**src/source/i2s_rx_config.svh**
```systemverilog
// Sample width, FIFO sizing, bus widths and register map of the I2S receiver
`ifndef I2S_RX_CONFIG_SVH
`define I2S_RX_CONFIG_SVH

// ------------------------------
// Data path sizes
// ------------------------------
`define I2S_SAMPLE_W       16           // One audio word per channel
`define I2S_FIFO_DEPTH     16
`define I2S_LEVEL_W        5            // Must hold 0 to FIFO depth
`define I2S_ADDR_W         5
`define I2S_DATA_W         32
`define I2S_DEF_REG_VALUE  32'hDADDEFAC // Marks an undefined address

// ------------------------------
// Register map
// ------------------------------
`define I2S_REG_CTRL       5'h00
`define I2S_REG_INT_STS    5'h02
`define I2S_REG_INT_EN     5'h03
`define I2S_REG_DMA_START  5'h08
`define I2S_REG_DMA_STS    5'h09
`define I2S_REG_DMA_CNT    5'h0A
`define I2S_REG_RX_DATA    5'h10

`endif

```
**src/source/i2s_rx_pkg.sv**
```systemverilog
// Shared types of the I2S receiver: sample and bus structs, DMA states, register addresses
`default_nettype none
`include "i2s_rx_config.svh"

package i2s_rx_pkg;

	// ------------------------------
	// Payload and bus structs
	// ------------------------------

	// Channel tag sits in bit 16 of the receive data register
	typedef struct packed {
		logic                     right; // 0 left, 1 right
		logic [`I2S_SAMPLE_W-1:0] data;
	} i2s_sample_t;

	// Held by the master until acknowledge
	typedef struct packed {
		logic                   cyc;
		logic                   stb;
		logic                   we;
		logic [`I2S_ADDR_W-1:0] adr;
		logic [`I2S_DATA_W-1:0] dat;
	} wbs_req_t;

	// ------------------------------
	// Enums
	// ------------------------------
	typedef enum logic [1:0] {
		DMA_IDLE      = 2'd0,
		DMA_WAIT_DATA = 2'd1,
		DMA_REQUEST   = 2'd2,
		DMA_ACTIVE    = 2'd3
	} dma_state_e;

	typedef enum logic [`I2S_ADDR_W-1:0] {
		REG_CTRL      = `I2S_REG_CTRL,
		REG_INT_STS   = `I2S_REG_INT_STS,
		REG_INT_EN    = `I2S_REG_INT_EN,
		REG_DMA_START = `I2S_REG_DMA_START,
		REG_DMA_STS   = `I2S_REG_DMA_STS,
		REG_DMA_CNT   = `I2S_REG_DMA_CNT,
		REG_RX_DATA   = `I2S_REG_RX_DATA
	} reg_addr_e;

endpackage

`default_nettype wire

```
**src/source/i2s_deserializer.sv**
```systemverilog
// I2S line synchronizer, serial to parallel shifter and tagged sample emission
`timescale 1ns/10ps
`default_nettype none
`include "i2s_rx_config.svh"

module i2s_deserializer (
	input  logic                     wbs_clk_i,
	input  logic                     arst_n_i,
	input  logic                     i2s_clk_i,
	input  logic                     i2s_ws_i,
	input  logic                     i2s_din_i,
	input  logic                     rx_en_i,
	output i2s_rx_pkg::i2s_sample_t  sample_o,
	output logic                     push_o
);

	logic [1:0]               clk_sync;   // Two stages per line
	logic [1:0]               ws_sync;
	logic [1:0]               din_sync;
	logic                     clk_d;      // Previous synchronized I2S clock
	logic                     ws_prev;
	logic                     i2s_rise;
	logic                     ws_change;
	logic [`I2S_SAMPLE_W-1:0] shifter;
	logic [`I2S_SAMPLE_W-1:0] shift_next;

	// ------------------------------
	// Synchronizers and edge detect
	// ------------------------------
	always_ff @(posedge wbs_clk_i or negedge arst_n_i) begin
		if (!arst_n_i) begin
			clk_sync <= '0;
			ws_sync  <= '0;
			din_sync <= '0;
			clk_d    <= 1'b0;
		end else begin
			clk_sync <= {clk_sync[0], i2s_clk_i};
			ws_sync  <= {ws_sync[0], i2s_ws_i};
			din_sync <= {din_sync[0], i2s_din_i};
			clk_d    <= clk_sync[1];
		end
	end

	assign i2s_rise   = clk_sync[1] & ~clk_d;
	assign ws_change  = ws_sync[1] ^ ws_prev;     // WS moves with the LSB
	assign shift_next = {shifter[`I2S_SAMPLE_W-2:0], din_sync[1]};

	// ------------------------------
	// Shift and emit
	// ------------------------------
	always_ff @(posedge wbs_clk_i or negedge arst_n_i) begin
		if (!arst_n_i) begin
			ws_prev <= 1'b0;
			push_o  <= 1'b0;
		end else begin
			push_o <= 1'b0;
			if (i2s_rise) begin
				ws_prev <= ws_sync[1];
				push_o  <= ws_change & rx_en_i;
			end
		end
	end

	// MSB first
	always_ff @(posedge wbs_clk_i) begin
		if (i2s_rise) begin
			shifter <= shift_next;
		end
	end

	// Word including the LSB just sampled, tagged with the old WS
	always_ff @(posedge wbs_clk_i) begin
		if (i2s_rise && ws_change) begin
			sample_o.right <= ws_prev;
			sample_o.data  <= shift_next;
		end
	end

endmodule

`default_nettype wire

```
**src/source/rx_sample_fifo.sv**
```systemverilog
// Circular receive sample buffer with level counter, flush and overflow pulse
`timescale 1ns/10ps
`default_nettype none
`include "i2s_rx_config.svh"

module rx_sample_fifo (
	input  logic                     wbs_clk_i,
	input  logic                     arst_n_i,
	input  logic                     push_i,
	input  logic                     pop_i,
	input  logic                     flush_i,
	input  i2s_rx_pkg::i2s_sample_t  sample_i,
	output i2s_rx_pkg::i2s_sample_t  head_o,
	output logic [`I2S_LEVEL_W-1:0]  level_o,
	output logic                     empty_o,
	output logic                     pop_done_o,
	output logic                     overflow_o
);

	localparam int AW = $clog2(`I2S_FIFO_DEPTH);

	i2s_rx_pkg::i2s_sample_t mem [`I2S_FIFO_DEPTH];
	logic [AW-1:0]           wr_ptr;
	logic [AW-1:0]           rd_ptr;
	logic                    full;
	logic                    push_ok;
	logic                    pop_ok;

	assign full    = (level_o == `I2S_LEVEL_W'(`I2S_FIFO_DEPTH));
	assign empty_o = (level_o == '0);
	assign push_ok = push_i & ~full;
	assign pop_ok  = pop_i & ~empty_o;  // Pop on empty is ignored
	assign head_o  = mem[rd_ptr];

	// ------------------------------
	// Pointers and level
	// ------------------------------
	always_ff @(posedge wbs_clk_i or negedge arst_n_i) begin
		if (!arst_n_i) begin
			wr_ptr     <= '0;
			rd_ptr     <= '0;
			level_o    <= '0;
			pop_done_o <= 1'b0;
			overflow_o <= 1'b0;
		end else begin
			pop_done_o <= pop_ok & ~flush_i;
			overflow_o <= push_i & full;    // Sample is lost
			if (flush_i) begin
				wr_ptr  <= '0;
				rd_ptr  <= '0;
				level_o <= '0;
			end else begin
				if (push_ok) begin
					wr_ptr <= wr_ptr + 1'b1;   // Wraps, depth is a power of two
				end
				if (pop_ok) begin
					rd_ptr <= rd_ptr + 1'b1;
				end
				case ({push_ok, pop_ok})
					2'b10:   level_o <= level_o + 1'b1;
					2'b01:   level_o <= level_o - 1'b1;
					default: level_o <= level_o;
				endcase
			end
		end
	end

	// Storage
	always_ff @(posedge wbs_clk_i) begin
		if (push_ok) begin
			mem[wr_ptr] <= sample_i;
		end
	end

endmodule

`default_nettype wire

```
**src/source/dma_request_fsm.sv**
```systemverilog
// DMA burst sequencer from start through request and pop counting to done
`timescale 1ns/10ps
`default_nettype none
`include "i2s_rx_config.svh"

module dma_request_fsm (
	input  logic                    wbs_clk_i,
	input  logic                    arst_n_i,
	input  logic                    start_i,
	input  logic                    dma_active_i,
	input  logic                    pop_done_i,
	input  logic [`I2S_LEVEL_W-1:0] dma_cnt_i,
	input  logic [`I2S_LEVEL_W-1:0] level_i,
	output logic                    dma_req_o,
	output logic                    busy_o,
	output logic                    done_o
);

	i2s_rx_pkg::dma_state_e  state;
	logic [`I2S_LEVEL_W-1:0] word_cnt;  // Words popped in this burst
	logic                    last_word;

	assign busy_o    = (state != i2s_rx_pkg::DMA_IDLE);
	assign last_word = (word_cnt == dma_cnt_i - 1'b1);

	// ------------------------------
	// Burst state machine
	// ------------------------------
	always_ff @(posedge wbs_clk_i or negedge arst_n_i) begin
		if (!arst_n_i) begin
			state     <= i2s_rx_pkg::DMA_IDLE;
			word_cnt  <= '0;
			dma_req_o <= 1'b0;
			done_o    <= 1'b0;
		end else begin
			done_o <= 1'b0;
			case (state)
				i2s_rx_pkg::DMA_IDLE: begin
					word_cnt <= '0;
					if (start_i) begin
						state <= i2s_rx_pkg::DMA_WAIT_DATA;
					end
				end
				i2s_rx_pkg::DMA_WAIT_DATA: begin
					// Whole burst buffered
					if (level_i >= dma_cnt_i) begin
						state     <= i2s_rx_pkg::DMA_REQUEST;
						dma_req_o <= 1'b1;
					end
				end
				i2s_rx_pkg::DMA_REQUEST: begin
					if (dma_active_i) begin
						state     <= i2s_rx_pkg::DMA_ACTIVE;
						dma_req_o <= 1'b0;
					end
				end
				i2s_rx_pkg::DMA_ACTIVE: begin
					if (pop_done_i) begin
						if (last_word) begin
							state  <= i2s_rx_pkg::DMA_IDLE;
							done_o <= 1'b1;   // One cycle
						end else begin
							word_cnt <= word_cnt + 1'b1;
						end
					end
				end
				default: state <= i2s_rx_pkg::DMA_IDLE;
			endcase
		end
	end

endmodule

`default_nettype wire

```
**src/source/i2s_rx_registers.sv**
```systemverilog
// Register decode, bus acknowledge, control, status and masked interrupt outputs
`timescale 1ns/10ps
`default_nettype none
`include "i2s_rx_config.svh"

module i2s_rx_registers (
	input  logic                     wbs_clk_i,
	input  logic                     arst_n_i,
	input  i2s_rx_pkg::wbs_req_t     wbs_req_i,
	output logic [`I2S_DATA_W-1:0]   wbs_dat_o,
	output logic                     wbs_ack_o,
	input  i2s_rx_pkg::i2s_sample_t  head_i,
	input  logic                     empty_i,
	input  logic [`I2S_LEVEL_W-1:0]  level_i,
	input  logic                     busy_i,
	input  logic                     dma_done_i,
	input  logic                     overflow_i,
	output logic                     rx_en_o,
	output logic                     flush_o,
	output logic                     pop_o,
	output logic                     dma_start_o,
	output logic [`I2S_LEVEL_W-1:0]  dma_cnt_o,
	output logic                     dma_intr_o,
	output logic                     ovf_intr_o
);

	logic                   req_hit;   // New access, not yet acknowledged
	logic                   wr_hit;
	logic                   rd_hit;
	logic [1:0]             int_sts;   // Bit 0 DMA done, bit 1 overflow
	logic [1:0]             int_en;
	logic [1:0]             sts_set;
	logic [`I2S_DATA_W-1:0] rd_data;

	assign req_hit = wbs_req_i.cyc & wbs_req_i.stb & ~wbs_ack_o;
	assign wr_hit  = req_hit & wbs_req_i.we;
	assign rd_hit  = req_hit & ~wbs_req_i.we;
	assign sts_set = {overflow_i, dma_done_i};

	// ------------------------------
	// Strobes to the data path
	// ------------------------------
	// Enable going 1 to 0 drops whatever is buffered
	assign flush_o = wr_hit & (wbs_req_i.adr == i2s_rx_pkg::REG_CTRL)
		& rx_en_o & ~wbs_req_i.dat[0];
	assign pop_o       = rd_hit & (wbs_req_i.adr == i2s_rx_pkg::REG_RX_DATA);
	assign dma_start_o = wr_hit & (wbs_req_i.adr == i2s_rx_pkg::REG_DMA_START)
		& wbs_req_i.dat[0];

	// ------------------------------
	// Acknowledge and writes
	// ------------------------------
	always_ff @(posedge wbs_clk_i or negedge arst_n_i) begin
		if (!arst_n_i) begin
			wbs_ack_o <= 1'b0;
			rx_en_o   <= 1'b0;
			int_sts   <= '0;
			int_en    <= '0;
			dma_cnt_o <= '0;
		end else begin
			wbs_ack_o <= req_hit;  // Single cycle
			if (wr_hit) begin
				case (wbs_req_i.adr)
					i2s_rx_pkg::REG_CTRL:    rx_en_o   <= wbs_req_i.dat[0];
					i2s_rx_pkg::REG_INT_EN:  int_en    <= wbs_req_i.dat[1:0];
					i2s_rx_pkg::REG_DMA_CNT: dma_cnt_o <= wbs_req_i.dat[`I2S_LEVEL_W-1:0];
					default: ;
				endcase
			end
			// New events win over a clear in the same cycle
			if (wr_hit && wbs_req_i.adr == i2s_rx_pkg::REG_INT_STS) begin
				int_sts <= (int_sts & ~wbs_req_i.dat[1:0]) | sts_set;
			end else begin
				int_sts <= int_sts | sts_set;
			end
		end
	end

	// ------------------------------
	// Read mux
	// ------------------------------
	always_comb begin
		rd_data = '0;
		case (wbs_req_i.adr)
			i2s_rx_pkg::REG_CTRL:      rd_data[0] = rx_en_o;
			i2s_rx_pkg::REG_INT_STS:   rd_data[1:0] = int_sts;
			i2s_rx_pkg::REG_INT_EN:    rd_data[1:0] = int_en;
			i2s_rx_pkg::REG_DMA_START: rd_data = '0;   // Write only
			i2s_rx_pkg::REG_DMA_STS: begin
				rd_data[0]    = busy_i;
				rd_data[12:8] = level_i;
			end
			i2s_rx_pkg::REG_DMA_CNT:   rd_data[`I2S_LEVEL_W-1:0] = dma_cnt_o;
			i2s_rx_pkg::REG_RX_DATA: begin
				if (!empty_i) begin
					rd_data[$bits(head_i)-1:0] = head_i;
				end
			end
			default:                   rd_data = `I2S_DEF_REG_VALUE;
		endcase
	end

	// Captured with the old FIFO head, valid in the ack cycle
	always_ff @(posedge wbs_clk_i) begin
		if (rd_hit) begin
			wbs_dat_o <= rd_data;
		end
	end

	// Masked interrupts
	always_ff @(posedge wbs_clk_i or negedge arst_n_i) begin
		if (!arst_n_i) begin
			dma_intr_o <= 1'b0;
			ovf_intr_o <= 1'b0;
		end else begin
			dma_intr_o <= int_sts[0] & int_en[0];
			ovf_intr_o <= int_sts[1] & int_en[1];
		end
	end

endmodule

`default_nettype wire

```
**src/source/i2s_rx_dma_top.sv**
```systemverilog
// Top level of the I2S receiver with DMA, connecting deserializer, FIFO, FSM and registers
`timescale 1ns/10ps
`default_nettype none
`include "i2s_rx_config.svh"

module i2s_rx_dma_top (
	input  logic                    wbs_clk_i,
	input  logic                    arst_n_i,
	input  logic                    i2s_clk_i,
	input  logic                    i2s_ws_i,
	input  logic                    i2s_din_i,
	input  logic                    dma_active_i,
	input  i2s_rx_pkg::wbs_req_t    wbs_req_i,
	output logic [`I2S_DATA_W-1:0]  wbs_dat_o,
	output logic                    wbs_ack_o,
	output logic                    dma_req_o,
	output logic                    dma_intr_o,
	output logic                    ovf_intr_o
);

	// ------------------------------
	// Internal nets
	// ------------------------------
	i2s_rx_pkg::i2s_sample_t rx_sample;
	i2s_rx_pkg::i2s_sample_t fifo_head;
	logic                    rx_push;
	logic                    rx_en;
	logic                    fifo_flush;
	logic                    fifo_pop;
	logic                    fifo_empty;
	logic                    pop_done;
	logic                    overflow;
	logic [`I2S_LEVEL_W-1:0] fifo_level;
	logic [`I2S_LEVEL_W-1:0] dma_cnt;
	logic                    dma_start;
	logic                    dma_busy;
	logic                    dma_done;

	i2s_deserializer u_i2s_deserializer (
		.wbs_clk_i (wbs_clk_i),
		.arst_n_i  (arst_n_i),
		.i2s_clk_i (i2s_clk_i),
		.i2s_ws_i  (i2s_ws_i),
		.i2s_din_i (i2s_din_i),
		.rx_en_i   (rx_en),
		.sample_o  (rx_sample),
		.push_o    (rx_push)
	);

	rx_sample_fifo u_rx_sample_fifo (
		.wbs_clk_i  (wbs_clk_i),
		.arst_n_i   (arst_n_i),
		.push_i     (rx_push),
		.pop_i      (fifo_pop),
		.flush_i    (fifo_flush),
		.sample_i   (rx_sample),
		.head_o     (fifo_head),
		.level_o    (fifo_level),
		.empty_o    (fifo_empty),
		.pop_done_o (pop_done),
		.overflow_o (overflow)
	);

	dma_request_fsm u_dma_request_fsm (
		.wbs_clk_i    (wbs_clk_i),
		.arst_n_i     (arst_n_i),
		.start_i      (dma_start),
		.dma_active_i (dma_active_i),
		.pop_done_i   (pop_done),
		.dma_cnt_i    (dma_cnt),
		.level_i      (fifo_level),
		.dma_req_o    (dma_req_o),
		.busy_o       (dma_busy),
		.done_o       (dma_done)
	);

	i2s_rx_registers u_i2s_rx_registers (
		.wbs_clk_i   (wbs_clk_i),
		.arst_n_i    (arst_n_i),
		.wbs_req_i   (wbs_req_i),
		.wbs_dat_o   (wbs_dat_o),
		.wbs_ack_o   (wbs_ack_o),
		.head_i      (fifo_head),
		.empty_i     (fifo_empty),
		.level_i     (fifo_level),
		.busy_i      (dma_busy),
		.dma_done_i  (dma_done),
		.overflow_i  (overflow),
		.rx_en_o     (rx_en),
		.flush_o     (fifo_flush),
		.pop_o       (fifo_pop),
		.dma_start_o (dma_start),
		.dma_cnt_o   (dma_cnt),
		.dma_intr_o  (dma_intr_o),
		.ovf_intr_o  (ovf_intr_o)
	);

endmodule

`default_nettype wire

```
**config.mk**
```make
export PLATFORM = sky130hd
export DESIGN_NAME = i2s_rx_dma_top
export DESIGN_NICKNAME = d
export VERILOG_FILES = /design/src/source/i2s_rx_pkg.sv /design/src/source/i2s_deserializer.sv /design/src/source/rx_sample_fifo.sv /design/src/source/dma_request_fsm.sv /design/src/source/i2s_rx_registers.sv /design/src/source/i2s_rx_dma_top.sv
export VERILOG_INCLUDE_DIRS = /design/src /design/src/source
export SDC_FILE = /design/constraint.sdc
export NUM_CORES = 1
export LEC_CHECK = 0
export ABC_AREA = 1
export BUFFER_PORTS_ARGS = -buffer_cell sky130_fd_sc_hd__buf_2
export CAP_MARGIN = 20
export CORE_ASPECT_RATIO = 1.5
export CORE_UTILIZATION = 50
export DETAILED_ROUTE_END_ITERATION = 12
export GPL_TIMING_DRIVEN = 0
export PLACE_DENSITY = 0.75
export SYNTH_ARGS = -nofsm -noshare
export SYNTH_HDL_FRONTEND = slang
export SYNTH_HIERARCHICAL = 1
export SYNTH_SLANG_ARGS = --single-unit
export TNS_END_PERCENT = 100
```
**constraint.sdc**
```tcl
create_clock -name wbs_clk_i -period 2.5 [get_ports wbs_clk_i]
set_clock_uncertainty 0.1 [all_clocks]
set_input_delay 0.125 -clock wbs_clk_i [delete_from_list [all_inputs] [get_ports wbs_clk_i]]
set_output_delay 0.125 -clock wbs_clk_i [all_outputs]
set_load 0.05 [all_outputs]
```
==> results_dict.tcl <==
set metrics [dict create \
    synth-seq-area-share 0.703 \
    max_freq_ghz 0.386 \
    setup_viol 18 \
    synth_compound_area_frac 0.0823 \
    totalWireLength_um 39300 \
    yosys.area_share.simple 0.124 \
    yosys_warnings 6 \
    cp-start-kind "flip-flop" \
    peakVddDrop_mv 0.773 \
    overflow 0 \
    synthTopCellsByArea "edfxtp_1 (63%), dfrtp_1 (7.5%), nor2_1 (4.3%)" \
    grt_antenna_before_repair 0 \
    crit_path_top_delay_cell "dfrtp_2" \
    fin_ws_ps -90.8 \
    synth_mux_area_frac 0.0286 \
    utilization 0.594 \
    drive_gt1_frac 0.188 \
    violations "setup timing" \
    place.port_buffers 49 \
    cts_tree "yes" \
    post_synth.cell_area_avg_um2 12.9 \
    first_pass_iters 5 \
    grtUsageTotal 0.252 \
    area_growth_pct 16.6 \
    cp.arrival_ps 2830 \
    first_iter_violations 1087 \
    tightest_slew_ps 867 \
    wire_per_inst_um 22.4 \
    critPathMaxFanout 10 \
    finalSetupTns_ps -311 \
    ios 82 \
    fp.coreArea_um2 30300 \
    routabilityCongestion 0.961 \
    dpl-instance-area_um2 16500 \
    synthAdderAreaFrac 0.0154 \
    synth-main-ff-cell "edfxtp_1" \
    grt_setup_unrepaired "true" \
    synth_xor_area_frac 0.00227 \
    dp_hpwl_um 26500 \
    insertion_delay_ps 580 \
    cp_cell_sequence "buf_8, clkbuf_2, o21ai_0, o32ai_1, o211ai_1, nand2_1, nand2_1, nor2_1, nor2_1, nand2_2" \
    final-hold-violation-count 0 \
    async_flop_share 0.125 \
    cts_made_buffers 29 \
    die-area_um2 31500 \
    grt_pass1_wl_um 59300 \
    synth_top_family_by_area "simple AND/OR/NAND/NOR gates" \
    vias 10311 \
    synth_top_area_frac 0.628 \
    start_util 0.509 \
    p_leak_nw 6.60 \
    hold_class "in2reg" \
    crit_type "reg2reg" \
    post-synth-top-count-cell "edfxtp_1" \
    nNetsFinal 1395 \
    required_ps 2730 \
    final_max_slew_viol_count 0 \
    die_w_um 145 \
    synth_edf_count 322 \
    critPathMaxStageDelay_ps 470 \
    clockBufferDepth 3 \
    maxCapViolations 0 \
    viasPerCell 5.88 \
    min_period_ps 2590 \
    fin_area_um2 18000 \
    cts_sinks 368 \
    ys_seq_elements 368 \
    synth_top_area_cell "edfxtp_1" \
    ys_types 40 \
    die_y_um 217 \
    cts.clk_slew.worst_paths_ps 70 \
    h-tree-depth 1 \
    max_slew_margin 0.421 \
    powerDensity_nw_per_um2 743 \
    netlist_area_um2 15400 \
    drt.antenna.violating_nets 0 \
    synth_common_cells "edfxtp_1 (322), nor2_1 (177), nand2_1 (149)" \
    antenna_cells 0 \
    synthCells 1197 \
    drc 0 \
    rows 78 \
    fin_crit_sh 1.04 \
    cp-end-kind "flip-flop" \
    grt_max_degree 47 \
    cts-root-buf "clkbuf_16" \
    grt_pass1_vias 10292 \
    status "finished with violations" \
]
[through the flow]
stage          instances  hold slack, ps  total power [mW]  setup WS [ps]
2_1_floorplan       1201            -271              8.07            146
3_3_place_gp        1650             134              8.48           -674
3_5_place_dp        1666             140              8.53           -203
4_1_cts             1744            7.44              13.3           5.52
5_1_grt             1753            58.3              13.8           -174
6_report            1753            40.4              13.4          -90.8
[layout make-up]
type / count / area (µm²)
buffer: 66 / 425
clock buffer: 34 / 774
clock inverter: 20 / 244
fill: 2265 / 12300
inverter: 77 / 293
multi-input combinational: 689 / 4060
sequential: 368 / 10800
tap: 400 / 500
timing repair buffer: 99 / 841
[sequential cells by signal, indices dropped and copies added, names as in the netlist, 4 cells and up]
register / flops
u_dma_request_fsm/word_cnt: 5
u_i2s_deserializer/sample_o: 17
u_i2s_deserializer/shifter: 15
u_i2s_rx_registers/dma_cnt_o: 5
u_i2s_rx_registers/wbs_dat_o: 18
u_rx_sample_fifo/level_o: 5
u_rx_sample_fifo/mem: 272
u_rx_sample_fifo/rd_ptr: 4
u_rx_sample_fifo/wr_ptr: 4
[placed cells by master, fill, tap and decap left out, types with 3 or more instances in the layout]
cell type	Yosys	layout
edfxtp_1	322	322
nor2_1	177	159
nand2_1	149	146
o21ai_0	77	77
inv_1	64	64
buf_2	11	57
dfrtp_1	46	45
mux2i_1	44	43
o221ai_1	44	43
nand3_1	37	36
buf_4	25	30
clkbuf_16	0	29
dlygate4sd3_1	0	25
o211ai_1	25	25
o32ai_1	24	24
nand2_2	20	23
ha_1	19	19
nor2_4	4	18
buf_8	1	16
clkbuf_1	27	15
clkbuf_2	0	14
nor2_2	7	11
nand4_1	11	11
clkinv_2	0	8
inv_2	9	8
clkinv_1	4	7
a21oi_1	7	7
o21ai_1	7	7
nand3b_1	6	6
bufinv_16	0	5
nor3_1	7	5
conb_1	1	5
buf_6	3	5
nand3_2	3	4
xor2_1	4	4
clkbuf_8	0	3
[timing repair]
item | 4_1_cts | 5_1_grt
hold endpoints to repair | 76 | 10
hold buffers | 24 | 1
gates resized for setup | 11 | 47
pin swaps | 1 | 11
buffers inserted | 0 | 8
endpoints found under the setup margin | 33 | 120
[worst paths after layout]
path	to	slack, ps	from	cells past startpoint
hold reg to reg	u_i2s_deserializer/ws_sync[1]	260	u_i2s_deserializer/ws_sync[0]	0
max in group asynchronous	u_rx_sample_fifo/rd_ptr[0]	1390	arst_n_i	4
min in group asynchronous	u_rx_sample_fifo/level_o[3]	410	arst_n_i	3
hold / removal	u_i2s_rx_registers/int_sts[1]	40	wbs_req_i[33]	5
setup reg to reg	u_i2s_rx_registers/wbs_dat_o[8]	-90	u_rx_sample_fifo/rd_ptr[0]	10
setup / recovery	u_i2s_rx_registers/wbs_dat_o[8]	-90	u_rx_sample_fifo/rd_ptr[0]	10
[cell families (layout without fill, tap and decap cells)]
kind of cell	count (synthesis)	in the layout
flip-flops	368	368
multiplexers	44	44
AND/OR/NAND/NOR	429	429
other	1	5
XOR/XNOR	4	4
AO/OA/AOI/OAI	188	188
adder cells (fa/ha/maj)	19	19
buffers and inverters	144	296
[report_power, final]
part	leakage (nW)	total (mW)	internal [mW]	switching [mW]
sequential	3.49	6.97	6.78	0.183
clock	0.500	4.86	2.75	2.11
combinational	2.60	1.53	0.531	0.994
[layer usage]
metal  GRT usage  wire length, µm  vias up
met5           0                0        -
met4       0.169             2910        0
met3      0.0302             2740      167
met2       0.456            20000      565
met1       0.277            13700     5013
li1            -                -     4566
[critical path: cells and delay by family (launching register included)]
kind                   cells  cell delay, ps
AO/OA/AOI/OAI              3             850
buffers and inverters      2             380
flip-flops                 1             470
AND/OR/NAND/NOR            5             540
Power figures use the tool's default switching activity.
